$ cat src/mapper_config.svh
// mapper sizing and register map constants, included by the package, interfaces and RTL
`ifndef MAPPER_CONFIG_SVH
`define MAPPER_CONFIG_SVH

// register file depth in bytes
`define MAP_NUM_REGS 32

// address windows decoded in priority order
`define MAP_NUM_REGIONS 8

// sound cpu latch register
`define MAP_SND_REG 3

// first window register
// control byte at base + 2r, base byte at base + 2r + 1
`define MAP_CTRL_BASE 16

// cpu clock enable rate as num/den of clk
`define MAP_CEN_NUM 29
`define MAP_CEN_DEN 146

`endif

$ cat src/mapper_pkg.sv
// shared mapper types for region selects, window sizes, dtack wait modes and bus-cycle states
`include "mapper_config.svh"

package mapper_pkg;

    // one bit per region, at most one set after priority
    typedef logic [`MAP_NUM_REGIONS-1:0] region_t;

    // window size from control bits 1:0
    // 8, 7, 5 or 3 high address bits compared against the base
    typedef enum logic [1:0] {
        SIZE_64K  = 2'd0,
        SIZE_128K = 2'd1,
        SIZE_512K = 2'd2,
        SIZE_2M   = 2'd3
    } size_code_t;

    // dtack timing from control bits 3:2
    // count modes ack on the 1st, 2nd or 3rd cen of the cycle
    typedef enum logic [1:0] {
        WAIT1    = 2'd0,
        WAIT2    = 2'd1,
        WAIT3    = 2'd2,
        WAIT_EXT = 2'd3
    } wait_mode_t;

    // 68000 bus cycle handshake
    typedef enum logic [1:0] {
        IDLE   = 2'd0,
        COUNT  = 2'd1,
        ACK    = 2'd2,
        INTACK = 2'd3
    } cycle_state_t;

endpackage

$ cat src/mapper_ifs.sv
// interfaces between the mapper blocks, window config from the regs and the wait handshake
`timescale 1ns/10ps
`include "mapper_config.svh"

// window settings decoded out of the register file
interface region_cfg_if import mapper_pkg::*; ();
    // base byte per region
    logic [7:0] base      [`MAP_NUM_REGIONS];
    // window size per region
    size_code_t size      [`MAP_NUM_REGIONS];
    // dtack wait mode per region
    wait_mode_t wait_mode [`MAP_NUM_REGIONS];
    // some region hit, returned from the decoder
    logic       any_active;

    modport regs (
        output base,
        output size,
        output wait_mode,
        input  any_active
    );

    modport decoder (
        input  base,
        input  size,
        input  wait_mode,
        output any_active
    );
endinterface

// clock enables and wait tick counting between timer and bus FSM
interface wait_if import mapper_pkg::*; ();
    logic       cen;
    logic       cenb;
    // held high between bus cycles
    logic       wait_clr;
    wait_mode_t wait_mode;
    logic       wait_done;

    modport timer (
        output cen,
        output cenb,
        output wait_done,
        input  wait_clr,
        input  wait_mode
    );

    modport fsm (
        input  wait_done,
        output wait_clr,
        output wait_mode
    );
endinterface

$ cat src/bus_cycle_fsm.sv
// 68000 bus-cycle FSM for the dtack handshake, the interrupt acknowledge and the vblank irq
`timescale 1ns/10ps

module bus_cycle_fsm import mapper_pkg::*; (
    input  logic       clk,
    input  logic       rst,
    input  logic       cpu_asn,
    input  logic [1:0] cpu_dsn,
    input  logic [2:0] cpu_fc,
    input  logic       bus_cs,
    input  logic       bus_busy,
    input  logic       vint,
    // mode of the region hit by the current address
    input  wait_mode_t wait_mode,
    wait_if.fsm        w,
    output logic       cpu_dtackn,
    output logic [2:0] cpu_ipln,
    output logic       cpu_vpan,
    output logic [1:0] mcu_intn
);

    cycle_state_t state;
    cycle_state_t state_nx;
    // wait mode held for the whole cycle
    wait_mode_t   cyc_mode;
    logic         bus_active;
    logic         inta;
    logic         stall;
    logic         last_vint;
    logic         irq_req;

    // address strobe with either data strobe
    assign bus_active = ~cpu_asn & ~&cpu_dsn;
    // function code 7 marks interrupt acknowledge
    assign inta       = ~cpu_asn & (&cpu_fc);
    // selected device not ready yet
    assign stall      = bus_cs & bus_busy;

    always_comb begin
        state_nx = state;
        case (state)
            IDLE: begin
                if (inta) begin
                    state_nx = INTACK;
                end else if (bus_active) begin
                    state_nx = COUNT;
                end
            end
            COUNT: begin
                // aborted cycle falls straight back
                if (cpu_asn) begin
                    state_nx = IDLE;
                end else if (w.wait_done && !stall) begin
                    state_nx = ACK;
                end
            end
            ACK, INTACK: begin
                if (cpu_asn) begin
                    state_nx = IDLE;
                end
            end
            default: state_nx = IDLE;
        endcase
    end

    always_ff @(posedge clk or posedge rst) begin
        if (rst) begin
            state     <= IDLE;
            cyc_mode  <= WAIT1;
            last_vint <= 1'b0;
            irq_req   <= 1'b0;
        end else begin
            state     <= state_nx;
            last_vint <= vint;
            // capture mode as the cycle starts
            if (state == IDLE && state_nx == COUNT) begin
                cyc_mode <= wait_mode;
            end
            // ack clears before a new edge can set
            if (inta) begin
                irq_req <= 1'b0;
            end else if (vint && !last_vint) begin
                irq_req <= 1'b1;
            end
        end
    end

    // counter kept clear between cycles
    assign w.wait_clr  = state == IDLE;
    assign w.wait_mode = cyc_mode;

    // released as soon as asn rises
    assign cpu_dtackn = (state != ACK) | cpu_asn;
    // autovector during the acknowledge cycle
    assign cpu_vpan   = state != INTACK;
    // level 4 request
    assign cpu_ipln   = irq_req ? 3'b011 : 3'b111;
    assign mcu_intn   = {1'b1, ~irq_req};

endmodule

$ cat src/mapper_regs.sv
// mapper register file, written by the cpu or the mcu, feeds the windows, sound latch and status port
`timescale 1ns/10ps
`include "mapper_config.svh"

module mapper_regs import mapper_pkg::*; (
    input  logic       clk,
    input  logic       rst,
    // cpu side, register index from addr 5:1
    input  logic [4:0] cpu_addr,
    input  logic [7:0] cpu_data,
    input  logic       cpu_wr,
    // mcu side
    input  logic [4:0] mcu_addr,
    input  logic [7:0] mcu_data,
    input  logic       mcu_wr,
    // sound cpu latch
    input  logic       sndmap_rd,
    output logic [7:0] sndmap_dout,
    output logic       sndmap_obf,
    // status readback
    input  logic [7:0] st_addr,
    output logic [7:0] st_dout,
    region_cfg_if.regs cfg
);

    logic [7:0] mmr [`MAP_NUM_REGS];
    // cpu owns the registers until the mcu first writes
    logic       cpu_sel;
    logic       use_mcu;
    logic [4:0] wr_addr;
    logic [7:0] wr_data;
    logic       wr_en;
    logic [4:0] st_idx;

    // an mcu strobe always wins, so its first write lands too
    assign use_mcu = mcu_wr | ~cpu_sel;
    assign wr_addr = use_mcu ? mcu_addr : cpu_addr;
    assign wr_data = use_mcu ? mcu_data : cpu_data;
    // cpu writes only outside any mapped window
    assign wr_en   = use_mcu ? mcu_wr : (cpu_wr & ~cfg.any_active);

    always_ff @(posedge clk or posedge rst) begin
        if (rst) begin
            for (int i = 0; i < `MAP_NUM_REGS; i++) begin
                mmr[i] <= 8'd0;
            end
            cpu_sel    <= 1'b1;
            sndmap_obf <= 1'b0;
        end else begin
            // lock stays until reset
            if (mcu_wr) begin
                cpu_sel <= 1'b0;
            end
            if (wr_en) begin
                mmr[wr_addr] <= wr_data;
                // buffer full on latch write
                if (wr_addr == 5'(`MAP_SND_REG)) begin
                    sndmap_obf <= 1'b1;
                end
            end
            // sound read empties the latch
            if (sndmap_rd) begin
                sndmap_obf <= 1'b0;
            end
        end
    end

    assign sndmap_dout = mmr[`MAP_SND_REG];

    // status index
    // st_addr 2:0 picks the region, bit 3 picks base over control
    assign st_idx = 5'(`MAP_CTRL_BASE) + {1'b0, st_addr[2:0], st_addr[3]};

    always_ff @(posedge clk) begin
        st_dout <= mmr[st_idx];
    end

    // unpack window registers
    always_comb begin
        for (int r = 0; r < `MAP_NUM_REGIONS; r++) begin
            // control byte bits 1:0 size, 3:2 wait mode
            cfg.size[r]      = size_code_t'(mmr[`MAP_CTRL_BASE + 2 * r][1:0]);
            cfg.wait_mode[r] = wait_mode_t'(mmr[`MAP_CTRL_BASE + 2 * r][3:2]);
            cfg.base[r]      = mmr[`MAP_CTRL_BASE + 2 * r + 1];
        end
    end

endmodule

$ cat src/mapper_top.sv
// memory mapper top level, wires the register file, decoder, wait timer and bus FSM
`timescale 1ns/10ps

module mapper_top import mapper_pkg::*; (
    input  logic        clk,
    input  logic        rst,
    // cpu clock enables
    output logic        cpu_cen,
    output logic        cpu_cenb,
    // device handshake
    input  logic        bus_cs,
    input  logic        bus_busy,
    input  logic        edack,
    input  logic        vint,
    // 68000 bus
    input  logic [23:1] addr,
    input  logic [15:0] cpu_dout,
    input  logic [1:0]  cpu_dswn,
    input  logic [1:0]  cpu_dsn,
    input  logic        cpu_asn,
    input  logic [2:0]  cpu_fc,
    output logic        cpu_dtackn,
    output logic [2:0]  cpu_ipln,
    output logic        cpu_vpan,
    // sound cpu latch
    input  logic        sndmap_rd,
    output logic [7:0]  sndmap_dout,
    output logic        sndmap_obf,
    // mcu port
    input  logic [4:0]  mcu_addr,
    input  logic [7:0]  mcu_dout,
    input  logic        mcu_wr,
    output logic [1:0]  mcu_intn,
    // region chip selects
    output region_t     active,
    // status readback
    input  logic [7:0]  st_addr,
    output logic [7:0]  st_dout
);

    region_cfg_if cfg_bus ();
    wait_if       wait_bus ();
    wait_mode_t   dec_wait_mode;

    // low data byte, written while asn and lower write strobe are low
    mapper_regs u_regs (
        .clk         (clk),
        .rst         (rst),
        .cpu_addr    (addr[5:1]),
        .cpu_data    (cpu_dout[7:0]),
        .cpu_wr      (~cpu_asn & ~cpu_dswn[0]),
        .mcu_addr    (mcu_addr),
        .mcu_data    (mcu_dout),
        .mcu_wr      (mcu_wr),
        .sndmap_rd   (sndmap_rd),
        .sndmap_dout (sndmap_dout),
        .sndmap_obf  (sndmap_obf),
        .st_addr     (st_addr),
        .st_dout     (st_dout),
        .cfg         (cfg_bus.regs)
    );

    region_decoder u_decoder (
        .addr      (addr),
        .cpu_fc    (cpu_fc),
        .cfg       (cfg_bus.decoder),
        .active    (active),
        .wait_mode (dec_wait_mode)
    );

    wait_timer u_timer (
        .clk   (clk),
        .rst   (rst),
        .w     (wait_bus.timer),
        .edack (edack)
    );

    bus_cycle_fsm u_fsm (
        .clk        (clk),
        .rst        (rst),
        .cpu_asn    (cpu_asn),
        .cpu_dsn    (cpu_dsn),
        .cpu_fc     (cpu_fc),
        .bus_cs     (bus_cs),
        .bus_busy   (bus_busy),
        .vint       (vint),
        .wait_mode  (dec_wait_mode),
        .w          (wait_bus.fsm),
        .cpu_dtackn (cpu_dtackn),
        .cpu_ipln   (cpu_ipln),
        .cpu_vpan   (cpu_vpan),
        .mcu_intn   (mcu_intn)
    );

    assign cpu_cen  = wait_bus.cen;
    assign cpu_cenb = wait_bus.cenb;

endmodule

$ cat src/region_decoder.sv
// combinational window match, lowest region wins, plus the dtack wait mode of the hit region
`timescale 1ns/10ps
`include "mapper_config.svh"

module region_decoder import mapper_pkg::*; (
    input  logic [23:1]   addr,
    input  logic [2:0]    cpu_fc,
    region_cfg_if.decoder cfg,
    output region_t       active,
    output wait_mode_t    wait_mode
);

    // raw hits before priority
    region_t match;

    // high address bits against the base, count set by the size
    function automatic logic win_hit(
        input logic [23:1] a,
        input logic [7:0]  base,
        input size_code_t  sz
    );
        case (sz)
            SIZE_64K:  win_hit = a[23:16] == base;
            SIZE_128K: win_hit = a[23:17] == base[7:1];
            SIZE_512K: win_hit = a[23:19] == base[7:3];
            SIZE_2M:   win_hit = a[23:21] == base[7:5];
            default:   win_hit = 1'b0;
        endcase
    endfunction

    always_comb begin
        for (int r = 0; r < `MAP_NUM_REGIONS; r++) begin
            match[r] = win_hit(addr, cfg.base[r], cfg.size[r]);
        end
    end

    // priority encode to one-hot
    always_comb begin : prio
        logic taken;
        taken  = 1'b0;
        active = '0;
        for (int r = 0; r < `MAP_NUM_REGIONS; r++) begin
            active[r] = match[r] & ~taken;
            taken     = taken | match[r];
        end
        // no region during interrupt acknowledge
        if (cpu_fc == 3'b111) begin
            active = '0;
        end
    end

    // single cycle ack when nothing is mapped
    always_comb begin
        wait_mode = WAIT1;
        for (int r = 0; r < `MAP_NUM_REGIONS; r++) begin
            if (active[r]) begin
                wait_mode = cfg.wait_mode[r];
            end
        end
    end

    assign cfg.any_active = |active;

endmodule

$ cat src/wait_timer.sv
// fractional cpu clock enable generator and per-cycle counter of wait ticks for dtack
`timescale 1ns/10ps
`include "mapper_config.svh"

module wait_timer import mapper_pkg::*; (
    input  logic  clk,
    input  logic  rst,
    wait_if.timer w,
    // external acknowledge pin
    input  logic  edack
);

    localparam logic [7:0] CEN_NUM  = 8'(`MAP_CEN_NUM);
    localparam logic [7:0] CEN_DEN  = 8'(`MAP_CEN_DEN);
    // cenb fires when the phase passes this point
    localparam logic [7:0] CEN_HALF = CEN_DEN >> 1;

    // phase accumulator, always below den after update
    logic [7:0] acc;
    logic [7:0] sum;
    // cen pulses seen in this cycle, saturates at 3
    logic [1:0] cnt;
    logic       wrap;

    assign sum  = acc + CEN_NUM;
    assign wrap = sum >= CEN_DEN;

    always_ff @(posedge clk or posedge rst) begin
        if (rst) begin
            acc    <= 8'd0;
            w.cen  <= 1'b0;
            w.cenb <= 1'b0;
        end else begin
            w.cen  <= wrap;
            // half crossing lands midway between cen pulses
            w.cenb <= (acc < CEN_HALF) && (sum >= CEN_HALF);
            acc    <= wrap ? sum - CEN_DEN : sum;
        end
    end

    // wait tick counter
    always_ff @(posedge clk or posedge rst) begin
        if (rst) begin
            cnt         <= 2'd0;
            w.wait_done <= 1'b0;
        end else if (w.wait_clr) begin
            cnt         <= 2'd0;
            w.wait_done <= 1'b0;
        end else if (w.cen) begin
            if (cnt != 2'd3) begin
                cnt <= cnt + 2'd1;
            end
            if (w.wait_mode == WAIT_EXT) begin
                // edack sampled on each cen
                w.wait_done <= edack;
            end else if (cnt >= 2'(w.wait_mode)) begin
                // this cen is number cnt+1, mode code is target minus one
                w.wait_done <= 1'b1;
            end
        end
    end

endmodule
$ cat config.mk
export PLATFORM = sky130hd
export DESIGN_NAME = mapper_top
export DESIGN_NICKNAME = d
export VERILOG_FILES = /design/src/mapper_pkg.sv /design/src/mapper_ifs.sv /design/src/bus_cycle_fsm.sv /design/src/mapper_regs.sv /design/src/mapper_top.sv /design/src/region_decoder.sv /design/src/wait_timer.sv
export VERILOG_INCLUDE_DIRS = /design/src
export SDC_FILE = /design/constraint.sdc
export NUM_CORES = 1
export LEC_CHECK = 0
export BUFFER_PORTS_ARGS = -buffer_cell sky130_fd_sc_hd__buf_2
export CORE_MARGIN = 4
export CORE_UTILIZATION = 63
export CTS_CLUSTER_SIZE = 16
export DETAILED_ROUTE_END_ITERATION = 12
export MAX_ROUTING_LAYER = met4
export PLACE_DENSITY = 0.92
export SLEW_MARGIN = 20
export SYNTH_ARGS = -nofsm -noshare
export SYNTH_HDL_FRONTEND = slang
export SYNTH_SLANG_ARGS = --single-unit
$ cat constraint.sdc
create_clock -name clk -period 15.8 [get_ports clk]
set_clock_uncertainty 0.05 [all_clocks]
set_input_delay 3.16 -clock clk [delete_from_list [all_inputs] [get_ports clk]]
set_output_delay 3.16 -clock clk [all_outputs]
set_load 0.02 [all_outputs]
Yosys cells after proc, flatten, opt, wreduce, memory -nomap -nowiden
Index checks and enable logic that the tools add are counted.
{"block": "word_totals", "register_bits": 285, "input_bits": 76, "out_inout_bits": 34}
{"block": "classes", "addsub": 4, "n_lt_le_gt_ge": 7, "eq_ne": 66, "n_mux": 46, "n_bitwise": 34, "reduce_logical": 30}
{"op": "$bwmux W256", "count": 1}
{"op": "$eq A8 B8 Y1", "count": 8}
{"op": "$eq A7 B7 Y1", "count": 8}
{"op": "$mux W8", "count": 6}
{"op": "$bmux W8 S5", "count": 1}
{"op": "$demux W8 S5", "count": 1}
{"op": "$eq A5 B5 Y1", "count": 8}
{"op": "$eq A2 B2 Y1 const B", "count": 19}
{"op": "$mux W2", "count": 16}
{"op": "$pmux W1 S4", "count": 8}
{"op": "$eq A3 B3 Y1", "count": 8}
{"op": "$eq A2 B1 Y1 const B", "count": 10}
{"op": "$logic_not A2 Y1", "count": 9}
{"op": "$and A1 B1 Y1", "count": 12}
{"op": "$ge A6 B6 Y1 const B", "count": 2}
{"op": "$not A1 Y1", "count": 12}
{"op": "$not A5 Y6", "count": 2}
{"op": "$mux W1", "count": 10}
{"op": "$reduce_bool A2 Y1", "count": 5}
{"op": "$add A8 B5 Y8 const B", "count": 1}
{"op": "$ge A8 B7 Y1 const B", "count": 1}
{"op": "$ge A8 B8 Y1 const B", "count": 1}
{"op": "$lt A8 B7 Y1 const B", "count": 1}
{"op": "$or A1 B1 Y1", "count": 8}
{"op": "18 further kinds", "count": 29}

Depth between registers and ports, before layout
Gate-level depths: netlist of the first run.
{"block": "depth", "depth_word": 19, "depth_mapped": 10, "depth_no_buf": 10}

Hierarchy
Synthesis of the first run repeated with hierarchy kept, for this count alone.
{"block": "unflattened", "hier_cells": 800, "hier_area_um2": 10123.5}
{"module": "mapper_regs", "instances": 1, "cells_each": 517, "area_each_um2": 7582.3}
{"module": "region_decoder", "instances": 1, "cells_each": 166, "area_each_um2": 1301.2}
{"module": "wait_timer", "instances": 1, "cells_each": 85, "area_each_um2": 902.1}
{"module": "bus_cycle_fsm", "instances": 1, "cells_each": 31, "area_each_um2": 334.1}
{"module": "mapper_top", "instances": 1, "cells_each": 1, "area_each_um2": 3.8}

Least setup slack after synthesis of the first run
No wires, ideal clock.
{"block": "synth_path", "path_kind": "input port to output port", "start": "input port addr[16] in the netlist's numbering", "end": "output port active[5]", "t_arrival_ps": 5008, "setup_slack_ps": 7582, "stages": 6, "n_path_buf": 1, "path_cell_list": "buf_6 -> xnor2_1 -> o211a_1 -> o211ai_2 -> nand4_4 -> nor4b_1"}
{"block": "synth_via", "elab_chain_cells": 9, "word_cells_on_any_way": 19, "classes_between": "6 x eq/ne; 7 x mux; 6 x bitwise"}
{"element": "from (decl)", "line_no": "mapper_top.sv:16", "source": "input logic [23:1] addr,"}
{"element": "$eq A8 B8 Y1", "line_no": "region_decoder.sv:23", "source": "SIZE_64K: win_hit = a[23:16] == base;"}
{"element": "$pmux W1 S4", "line_no": "region_decoder.sv:22", "source": "case (sz)"}
{"element": "$or A1 B1 Y1 (4 in a row)", "line_no": "region_decoder.sv:44", "source": "taken = taken | match[r];"}
{"element": "$not A1 Y1", "line_no": "region_decoder.sv:43", "source": "active[r] = match[r] & ~taken;"}
{"element": "$and A1 B1 Y1 (*)", "line_no": "region_decoder.sv:43"}
{"element": "$mux W8 (*)", "line_no": "region_decoder.sv:47", "source": "if (cpu_fc == 3'b111) begin"}
{"element": "to (decl)", "line_no": "mapper_top.sv:35", "source": "output region_t active,"}
Mark *: on every way between the ends. The rest lies on a longest branch, timed or not.

Worst setup path in the final report of the first run
{"block": "layout_path", "start": "input port addr[16] in the netlist's numbering", "end": "output port active[6]"}
{"block": "layout_via", "elab_chain_cells": 10, "word_cells_on_any_way": 22, "classes_between": "7 x eq/ne; 8 x mux; 7 x bitwise"}
{"element": "$eq A8 B8 Y1", "line_no": "region_decoder.sv:23"}
{"element": "$pmux W1 S4", "line_no": "region_decoder.sv:22"}
{"element": "$or A1 B1 Y1 (5 in a row)", "line_no": "region_decoder.sv:44"}
{"element": "$not A1 Y1", "line_no": "region_decoder.sv:43"}
{"element": "$and A1 B1 Y1 (*)", "line_no": "region_decoder.sv:43"}
{"element": "$mux W8 (*)", "line_no": "region_decoder.sv:47"}
Marked as above.

==> results by group, run 1 <==
Clock tree
  – Clk Latency, worst-skew pair: 430 ps
  – Post-cts hold buffer count: 0
  – Cts bufs inserted: 17
  – Post-CTS clock slew at the launch and capture registers of the worst setup and hold paths: 60 ps
  – Root buffer selected by CTS: sky130_fd_sc_hd__clkbuf_16
  – Clock Tree Buf Depth: 2
  – Number of buffers added for setup after CTS: 0
  – CTS tree: built
  – Sink count of the clock tree: 165
  – H-tree depth reported by CTS: 4
  – Post-CTS sizing: 0

Logic synthesis
  – Synth Warn #: 0
  – Fraction of registers with async set/reset: 0.9515
  – Synth Cell Area: roughly 9000 µm²
  – Top flip-flop cell by instance count after synthesis: sky130_fd_sc_hd__dfrtp_1
  – Mean cell area of the mapped netlist: 12.57 µm²
  – Sequential fraction of the synthesis area: 0.4527
  – Number of synthesized register bits: 165
  – Count of mapped cells out of synthesis: approximately 700
  – Distinct cell type count after synthesis: 60
  – Post-synth EDFFs: 0

Power and ir drop
  – Switching power share of the total: 0.2838
  – Clock network fraction of total power: 0.348
  – Max rail drop VDD: 0.09397 mV
  – Sequential fraction of design power: 0.442
  – P_int: 0.9141 mW
  – Leakage power figure: 4.634 nW
  – Comb pwr share: 0.210
  – Power spent charging and discharging nets: 0.3622 mW
  – Pwr dens: 126.7 nW/µm²

Timing
  – Post-layout worst setup margin: 7311 ps
  – Final setup violation count: 0
  – Slew of the pin with the lowest slew margin: around 1100 ps
  – Fmax: approximately 120 MHz
  – Unrepaired setup endpoints after global routing: no
  – Post-Route Setup TNS: 0 ps
  – Worst slew margin relative to its limit: 0.2743
  – Final critical-path share of the clock period: 0.5373
  – Fin. max-slew vios: 0
  – Clock period minus worst slack: between 8000 and 9000 ps
  – Final hold viol count: 0

Setup path
  – Critical path start-end classification: primary input to output pin
  – Required time at the worst-slack endpoint: around 13,000 ps
  – Beginning of the worst register-to-register path: u_regs.cpu_sel
  – Sort of element at the end of the critical path: output pin
  – Worst r2r path cells: 9
  – Data arrival time of the critical path: about 5300 ps
  – Worst reg-to-reg setup slack: 12,040 ps
  – Critical path destination: active[6]
  – Critical Path Start: addr[16]
  – Max FO, Critical Path: 8
  – Sort of element at the start of the critical path: primary input
  – Endpoint of the lowest-slack register-to-register path: u_regs.cfg.base[43]

Die
  – Number of placed I/O pins: 110
  – Die Area: 16,320 µm²
  – Die Span X: roughly 130 µm
  – Core Box Area: between 10,000 and 15,000 µm²
  – Vertical extent of the die: ~130 µm
  – Core Rows: 43
  – Starting utilization of the core area: 0.6459

Final layout
  – FF+latch area: 4090 µm²
  – Post-route insts no fill: around 970
  – Multi-input gate area: ~4600 µm²
  – Number of fillers in the final layout: 860
  – Count of antenna diodes in the layout: 0
  – Leading cell types in the layout, fill and taps excluded: sky130_fd_sc_hd__dfrtp_1, sky130_fd_sc_hd__mux2_2, sky130_fd_sc_hd__buf_2
  – Share of final-layout standard cells stronger than drive strength 1: 0.3914
  – Layout Nets: ~860
  – Post-synthesis to final-layout area growth: 11.47%
  – Commonest non-fill, non-tap cell in the layout: sky130_fd_sc_hd__dfrtp_1

Route
  – Total vias in the final route: 6,352
  – First-pass DRT Iterations: 7
  – Detailed Route Iter0 Violations: roughly 600
  – Residual DRC count: 0
  – Detailed-route vias per instance: 6.569
  – Average routed wire per standard cell: 23.72 µm
  – Antenna Nets Post-Route: 0
  – Final routed wirelength across all metal layers: 22,940 µm

GRT
  – Vias in the first global route: 6,685
  – Number of antenna violations at the first check in global routing: 0
  – Largest net degree at the start of global routing: just under 90
  – GRT overflow: 0
  – Wire length of the first global-routing pass: 36,540 µm
  – Overall global routing resource usage: 0.3001

Placement
  – Cell count after placement: 935
  – Placer Congestion: about 0.91
  – Quantity of I/O buffers inserted on ports: 83
  – Pre-CTS WS: around 7400 ps
  – HPWL after detailed placement: 15,470 µm

Flow run
  – Max-cap violations: 0

Worst hold path
  – Path category of the worst min-delay check: register to register

Outcome
  – Outcome: completed
==> flip-flops by register name, indices dropped and copies added (netlist names) <==
| signal | count |
|---|---|
| u_timer.w.wait_done | 1 |
| u_fsm.w.wait_mode | 2 |
| u_timer.w.cen | 1 |
| u_regs.sndmap_dout | 8 |
| u_timer.acc | 8 |
| u_regs.sndmap_obf | 1 |
| u_fsm.irq_req | 1 |
| u_regs.cfg.wait_mode | 16 |
| u_timer.cnt | 2 |
| u_timer.w.cenb | 1 |
| u_fsm.state | 2 |
| u_regs.mmr | 32 |
| u_regs.cfg.base | 64 |
| u_regs.st_dout | 8 |
| u_regs.cfg.size | 16 |
| u_fsm.last_vint | 1 |
| u_regs.cpu_sel | 1 |
==> power by group through the flow <==
stage | clock network, mW | logic, mW | registers (mW)
after floorplan | 0 | 0.202 | 0.555
after global placement | 0 | 0.248 | 0.557
after detailed placement | 0 | 0.261 | 0.566
after CTS | 0.445 | 0.267 | 0.562
after global routing | 0.463 | 0.287 | 0.572
final | 0.444 | 0.268 | 0.564
==> stage by stage <==
step / total power, mW / util / hold WS (ps) / cell area, µm²
final: 1.276 / 0.7199 / 450.8 / 10070
after global routing: 1.321 / 0.7199 / 472.7 / 10070
after CTS: 1.274 / 0.7194 / 451.8 / 10060
after global placement: 0.8055 / 0.6741 / 431.5 / 9429
after floorplan: 0.7571 / - / 424.7 / 9042
after detailed placement: 0.8274 / 0.6741 / 439.0 / 9429
==> critical path, stage by stage <==
cell	delay, ps
sky130_fd_sc_hd__buf_2	270
sky130_fd_sc_hd__xnor2_1	130
sky130_fd_sc_hd__o211a_1	230
sky130_fd_sc_hd__o211ai_1	410
sky130_fd_sc_hd__nand4_4	220
sky130_fd_sc_hd__nor4_1	580
sky130_fd_sc_hd__buf_2	270
==> cells in the mapped netlist (all sizes together) (6+ instances only) <==
| master | number | area [µm²] |
|---|---|---|
| dfrtp | 156 | 3904 |
| mux2 | 137 | 1573 |
| nand2 | 50 | 187.7 |
| xnor2 | 45 | 394.1 |
| mux4 | 40 | 900.9 |
| nor2 | 33 | 123.9 |
| xor2 | 30 | 262.8 |
| inv | 27 | 101.4 |
| buf | 26 | 176.4 |
| clkbuf | 24 | 90.09 |
| nor3 | 13 | 65.06 |
| nand3 | 12 | 60.06 |
| a21oi | 11 | 55.05 |
| dfxtp | 8 | 160.2 |
| o211ai | 8 | 83.83 |
| a31oi | 7 | 58.81 |
| a41o | 7 | 70.07 |
| ha | 7 | 87.58 |
| o21ai | 7 | 35.03 |
| o211a | 6 | 60.06 |
==> per-layer routing <==
layer / part of all wire / track usage
met5: 0 / -
met4: 0.038 / 0.1373
met3: 0.067 / 0.06125
met2: 0.53 / 0.4975
met1: 0.37 / 0.3548
==> kinds of logic after synthesis <==
logic type                 after synthesis  share of synthesized area
buffers and inverters                   77                    0.04072
and+or+nand+nor                        143                    0.08212
other                                    1                  0.0004151
DFF                                    165                     0.4527
muxes                                  182                     0.2793
xor gates and xnor gates                75                    0.07270
AOI/OAI and AO/OA                       69                    0.06232
adders and majority gates                7                   0.009694
==> how the worst min path moves through the flow <==
stage | to | cells past startpoint | start | slack, ps
5_1_grt | u_regs.sndmap_dout[3] | 1 | u_regs.sndmap_dout[3] | 470
3_5_place_dp | u_regs.sndmap_dout[5] | 1 | u_regs.sndmap_dout[5] | 440
4_1_cts | u_regs.sndmap_dout[5] | 1 | u_regs.sndmap_dout[5] | 450
6_report | u_regs.sndmap_dout[5] | 1 | u_regs.sndmap_dout[5] | 450
2_1_floorplan | u_fsm.irq_req | 2 | u_fsm.last_vint | 420
3_3_place_gp | u_regs.sndmap_dout[6] | 1 | u_regs.sndmap_dout[6] | 430
==> layout make-up <==
type | count | area share
Timing Repair Buffer | 84 | 0.04199
Inverter | 27 | 0.01056
Clock buffer | 20 | 0.04535
Clock inverter | 12 | 0.01764
Tap cell | 180 | 0.02236
Sequential cell | 165 | 0.4061
Multi-Input combinational cell | 479 | 0.4560
(Power assumes the default switching activity.)
==> run 2, diff against run 1 <==
- ABC_AREA: unset -> 1
- CORE_UTILIZATION: 63 -> 54
- PLACE_DENSITY: 0.92 -> 0.85
- clock period: 15.8 -> 7.35 ns (I/O delays scaled with it)
==> results by group, run 2 <==
Logic synthesis
  – Mean cell area of the mapped netlist: 7.363 µm² (was 12.57 µm²)
  – Cell types with the highest counts after synthesis: sky130_fd_sc_hd__nand2_1, sky130_fd_sc_hd__nand3_1, sky130_fd_sc_hd__dfrtp_1, sky130_fd_sc_hd__inv_1, sky130_fd_sc_hd__nor2_1 (was sky130_fd_sc_hd__dfrtp_1, sky130_fd_sc_hd__mux2_2, sky130_fd_sc_hd__nand2_1, sky130_fd_sc_hd__xnor2_1, sky130_fd_sc_hd__mux4_2)
  – Distinct cell type count after synthesis: 44 (was 60)
  – Most common cell in the netlist: sky130_fd_sc_hd__nand2_1 (was sky130_fd_sc_hd__dfrtp_1)
  – Sequential fraction of the synthesis area: 0.4247 (was 0.4527)
  – Synth Cell Area: 9630 µm² (was 9035 µm²)
  – Fraction of registers with async set/reset: 0.9515 (unchanged)
  – Number of synthesized register bits: 165 (unchanged)
  – Post-synthesis cell type with the largest combined area: sky130_fd_sc_hd__dfrtp_1 (unchanged)
  – Post-synth top area share: 0.4054 (was 0.4321)
  – Top flip-flop cell by instance count after synthesis: sky130_fd_sc_hd__dfrtp_1 (unchanged)
  – Count of mapped cells out of synthesis: 1,308 (was 719)
  – Post-synth EDFFs: 0 (unchanged)
  – Largest cells by area after synthesis: sky130_fd_sc_hd__dfrtp_1, sky130_fd_sc_hd__nand2_1, sky130_fd_sc_hd__nand3_1 (was sky130_fd_sc_hd__dfrtp_1, sky130_fd_sc_hd__mux2_2, sky130_fd_sc_hd__mux4_2)
  – Synth Warn #: 0 (unchanged)

GRT
  – Number of antenna violations at the first check in global routing: 0 (unchanged)
  – Overall global routing resource usage: 0.2853 (was 0.3001)
  – Wire length of the first global-routing pass: 44,010 µm (was 36,540 µm)
  – Vias in the first global route: 8,506 (was 6,685)
  – Largest net degree at the start of global routing: 87 (unchanged)
  – GRT overflow: 0 (unchanged)

Timing
  – Slew of the pin with the lowest slew margin: 997.0 ps (was 1089 ps)
  – Post-layout worst setup margin: 2502 ps (was 7311 ps)
  – Fmax: 206.3 MHz
  – Unrepaired setup endpoints after global routing: no (unchanged)
  – Worst slew margin relative to its limit: 0.3337 (was 0.2743)
  – Post-Route Setup TNS: 0 ps (unchanged)
  – Final hold viol count: 0 (unchanged)
  – Final critical-path share of the clock period: 0.6596
  – Final setup violation count: 0 (unchanged)
  – Fin. max-slew vios: 0 (unchanged)
  – Worst hold slack across all endpoints: 414.1 ps (was 450.8 ps)
  – Clock period minus worst slack: 4848 ps

Placement
  – Placed cell areas: 9958 µm² (was 9429 µm²)
  – Quantity of I/O buffers inserted on ports: 83 (unchanged)
  – Placer Congestion: 0.9539 (was 0.9130)
  – Pre-CTS WS: 2641 ps (was 7407 ps)
  – HPWL after detailed placement: 18,290 µm (was 15,470 µm)
  – Cell count after placement: 1,552 (was 935)

Setup path
  – Required time at the worst-slack endpoint: 5830 ps (was 12,590 ps)
  – Critical Path Start: addr[16] (unchanged)
  – Critical-path top delay cell: sky130_fd_sc_hd__nor4_1 (unchanged)
  – Most frequent cell on the critical path: sky130_fd_sc_hd__nand2_1 (was sky130_fd_sc_hd__buf_2)
  – Endpoint of the lowest-slack register-to-register path: u_regs.cfg.wait_mode[13] (was u_regs.cfg.base[43])
  – Worst reg-to-reg setup slack: 4150 ps (was 12,040 ps)
  – Critical path start-end classification: primary input to output pin (unchanged)
  – Cell family contributing the most delay on the critical path: simple AND/OR/NAND/NOR gates (unchanged)
  – Max FO, Critical Path: 8 (unchanged)
  – Sort of element at the start of the critical path: primary input (unchanged)
  – Critical path destination: active[4] (was active[6])
  – Beginning of the worst register-to-register path: u_regs.cfg.base[51] (was u_regs.cpu_sel)
  – Highest cell delay on the worst timing path: 450 ps (was 580 ps)
  – Sort of element at the end of the critical path: output pin (unchanged)
  – Cell chain of the critical path: buf_2 > inv_2 > nand2_1 > nand2_1 > nor2_1 > o21ai_0 > nand2_1 > nand3_2 > nor4_1 > buf_2 (was buf_2 > xnor2_1 > o211a_1 > o211ai_1 > nand4_4 > nor4_1 > buf_2)
  – Worst r2r path cells: 17 (was 9)
  – Number of gates on the worst path with buffers counted: 10 (was 7)
  – Worst path bufs/invs: 3 (was 2)
  – Data arrival time of the critical path: 3330 ps (was 5280 ps)

Clock tree
  – Clock Tree Buf Depth: 2 (unchanged)
  – Post-CTS sizing: 0 (unchanged)
  – CTS tree: built (unchanged)
  – H-tree depth reported by CTS: 4 (unchanged)
  – Root buffer selected by CTS: sky130_fd_sc_hd__clkbuf_16 (unchanged)
  – Post-cts hold buffer count: 0 (unchanged)
  – Sink count of the clock tree: 165 (unchanged)
  – Post-CTS clock slew at the launch and capture registers of the worst setup and hold paths: 60 ps (about the same)
  – Cts bufs inserted: 17 (unchanged)
  – Number of buffers added for setup after CTS: 0 (unchanged)
  – Clk Latency, worst-skew pair: 430 ps (about the same)

Route
  – Antenna Nets Post-Route: 0 (unchanged)
  – Detailed Route Iter0 Violations: 1,256 (was 602)
  – Average routed wire per standard cell: 17.40 µm (was 23.72 µm)
  – Residual DRC count: 0 (unchanged)
  – Detailed-route vias per instance: 5.783 (was 6.569)
  – Final routed wirelength across all metal layers: 27,570 µm (was 22,940 µm)
  – Total vias in the final route: 9,160 (was 6,352)
  – First-pass DRT Iterations: 6 (was 7)

Worst hold path
  – Path category of the worst min-delay check: register to register (unchanged)

Final layout
  – Final core occ: 0.6076 (was 0.7199)
  – Post-route insts no fill: 1,584 (was 967)
  – Area of all placed cells without fillers: 10,580 µm² (was 10,070 µm²)
  – Max FFs per register: 64 (unchanged)
  – Share of final-layout standard cells stronger than drive strength 1: 0.1192 (was 0.3914)
  – Commonest non-fill, non-tap cell in the layout: sky130_fd_sc_hd__nand2_1 (was sky130_fd_sc_hd__dfrtp_1)
  – Leading cell types in the layout, fill and taps excluded: sky130_fd_sc_hd__nand2_1, sky130_fd_sc_hd__nand3_1, sky130_fd_sc_hd__dfrtp_1 (was sky130_fd_sc_hd__dfrtp_1, sky130_fd_sc_hd__mux2_2, sky130_fd_sc_hd__buf_2)
  – Number of fillers in the final layout: 1,538 (was 860)
  – Layout Nets: 1,429 (was 857)
  – Count of antenna diodes in the layout: 0 (unchanged)
  – Post-synthesis to final-layout area growth: 9.886% (was 11.47%)

Die
  – Vertical extent of the die: 141.5 µm (was 127.8 µm)
  – Core Rows: 48 (was 43)
  – Core Box Area: 17,420 µm² (was 13,990 µm²)
  – Starting utilization of the core area: 0.5529 (was 0.6459)
  – Die Area: 20,040 µm² (was 16,320 µm²)
  – Number of placed I/O pins: 110 (unchanged)
  – Die Span X: 141.5 µm (was 127.8 µm)

Power and ir drop
  – Power Total: 2.693 mW (was 1.276 mW)
  – Pwr dens: 254.4 nW/µm² (was 126.7 nW/µm²)
  – Leakage power figure: 5.584 nW (was 4.634 nW)
  – Max rail drop VDD: 0.1752 mV (was 0.09397 mV)

Flow run
  – Max-cap violations: 0 (unchanged)

Outcome
  – Outcome: completed (unchanged)
==> run 2: logic make-up after synthesis <==
logic type / synth area share
xor gates and xnor gates: 0.04456
AOI/OAI and AO/OA: 0.09471
DFF: 0.4247
adders and majority gates: 0.009094
and+or+nand+nor: 0.3205
muxes: 0.02079
other: 0.0003894
buffers and inverters: 0.08523
==> run 2: area by class of cell <==
cell class | count | area, µm² | share of cell area
Clock buffer | 22 | 474.2 | 0.04481
Sequential cell | 165 | 4090 | 0.3865
Inverter | 105 | 399.1 | 0.03772
Tap cell | 225 | 281.5 | 0.02660
Clock inverter | 10 | 146.4 | 0.01383
Multi-Input combinational cell | 970 | 4727 | 0.4467
Timing Repair Buffer | 87 | 464.2 | 0.04386
==> run 2: worst min path at each step <==
stage | from | endpoint | slack (ps) | cells after the start
6_report | u_regs.sndmap_dout[6] | u_regs.sndmap_dout[6] | 410 | 2
5_1_grt | u_regs.sndmap_dout[0] | u_regs.sndmap_dout[0] | 440 | 2
4_1_cts | u_regs.mmr[94] | u_regs.mmr[94] | 420 | 2
3_5_place_dp | u_regs.mmr[94] | u_regs.mmr[94] | 400 | 2
3_3_place_gp | u_regs.mmr[127] | u_regs.mmr[127] | 400 | 2
2_1_floorplan | u_regs.mmr[127] | u_regs.mmr[127] | 390 | 2
==> run 2: metal layers <==
| metal | global-route usage | vias up | part of all wire |
|---|---|---|---|
| met2 | 0.4241 | 544 | 0.45 |
| met5 | - | - | 0 |
| met3 | 0.06269 | 95 | 0.11 |
| met1 | 0.3824 | 4244 | 0.41 |
| met4 | 0.1141 | 0 | 0.033 |
| li1 | - | 4277 | - |
==> run 2: report_power, final <==
group | internal, mW | switching [mW]
clock | 0.564 | 0.382
combinational | 0.196 | 0.358
sequential | 1.06 | 0.128
==> run 2: worst register-to-register path: cells and delay by family (launching register included) <==
kind	cells	cell delay (ps)
DFF	1	400
and+or+nand+nor	15	2140
buffers and inverters	2	500
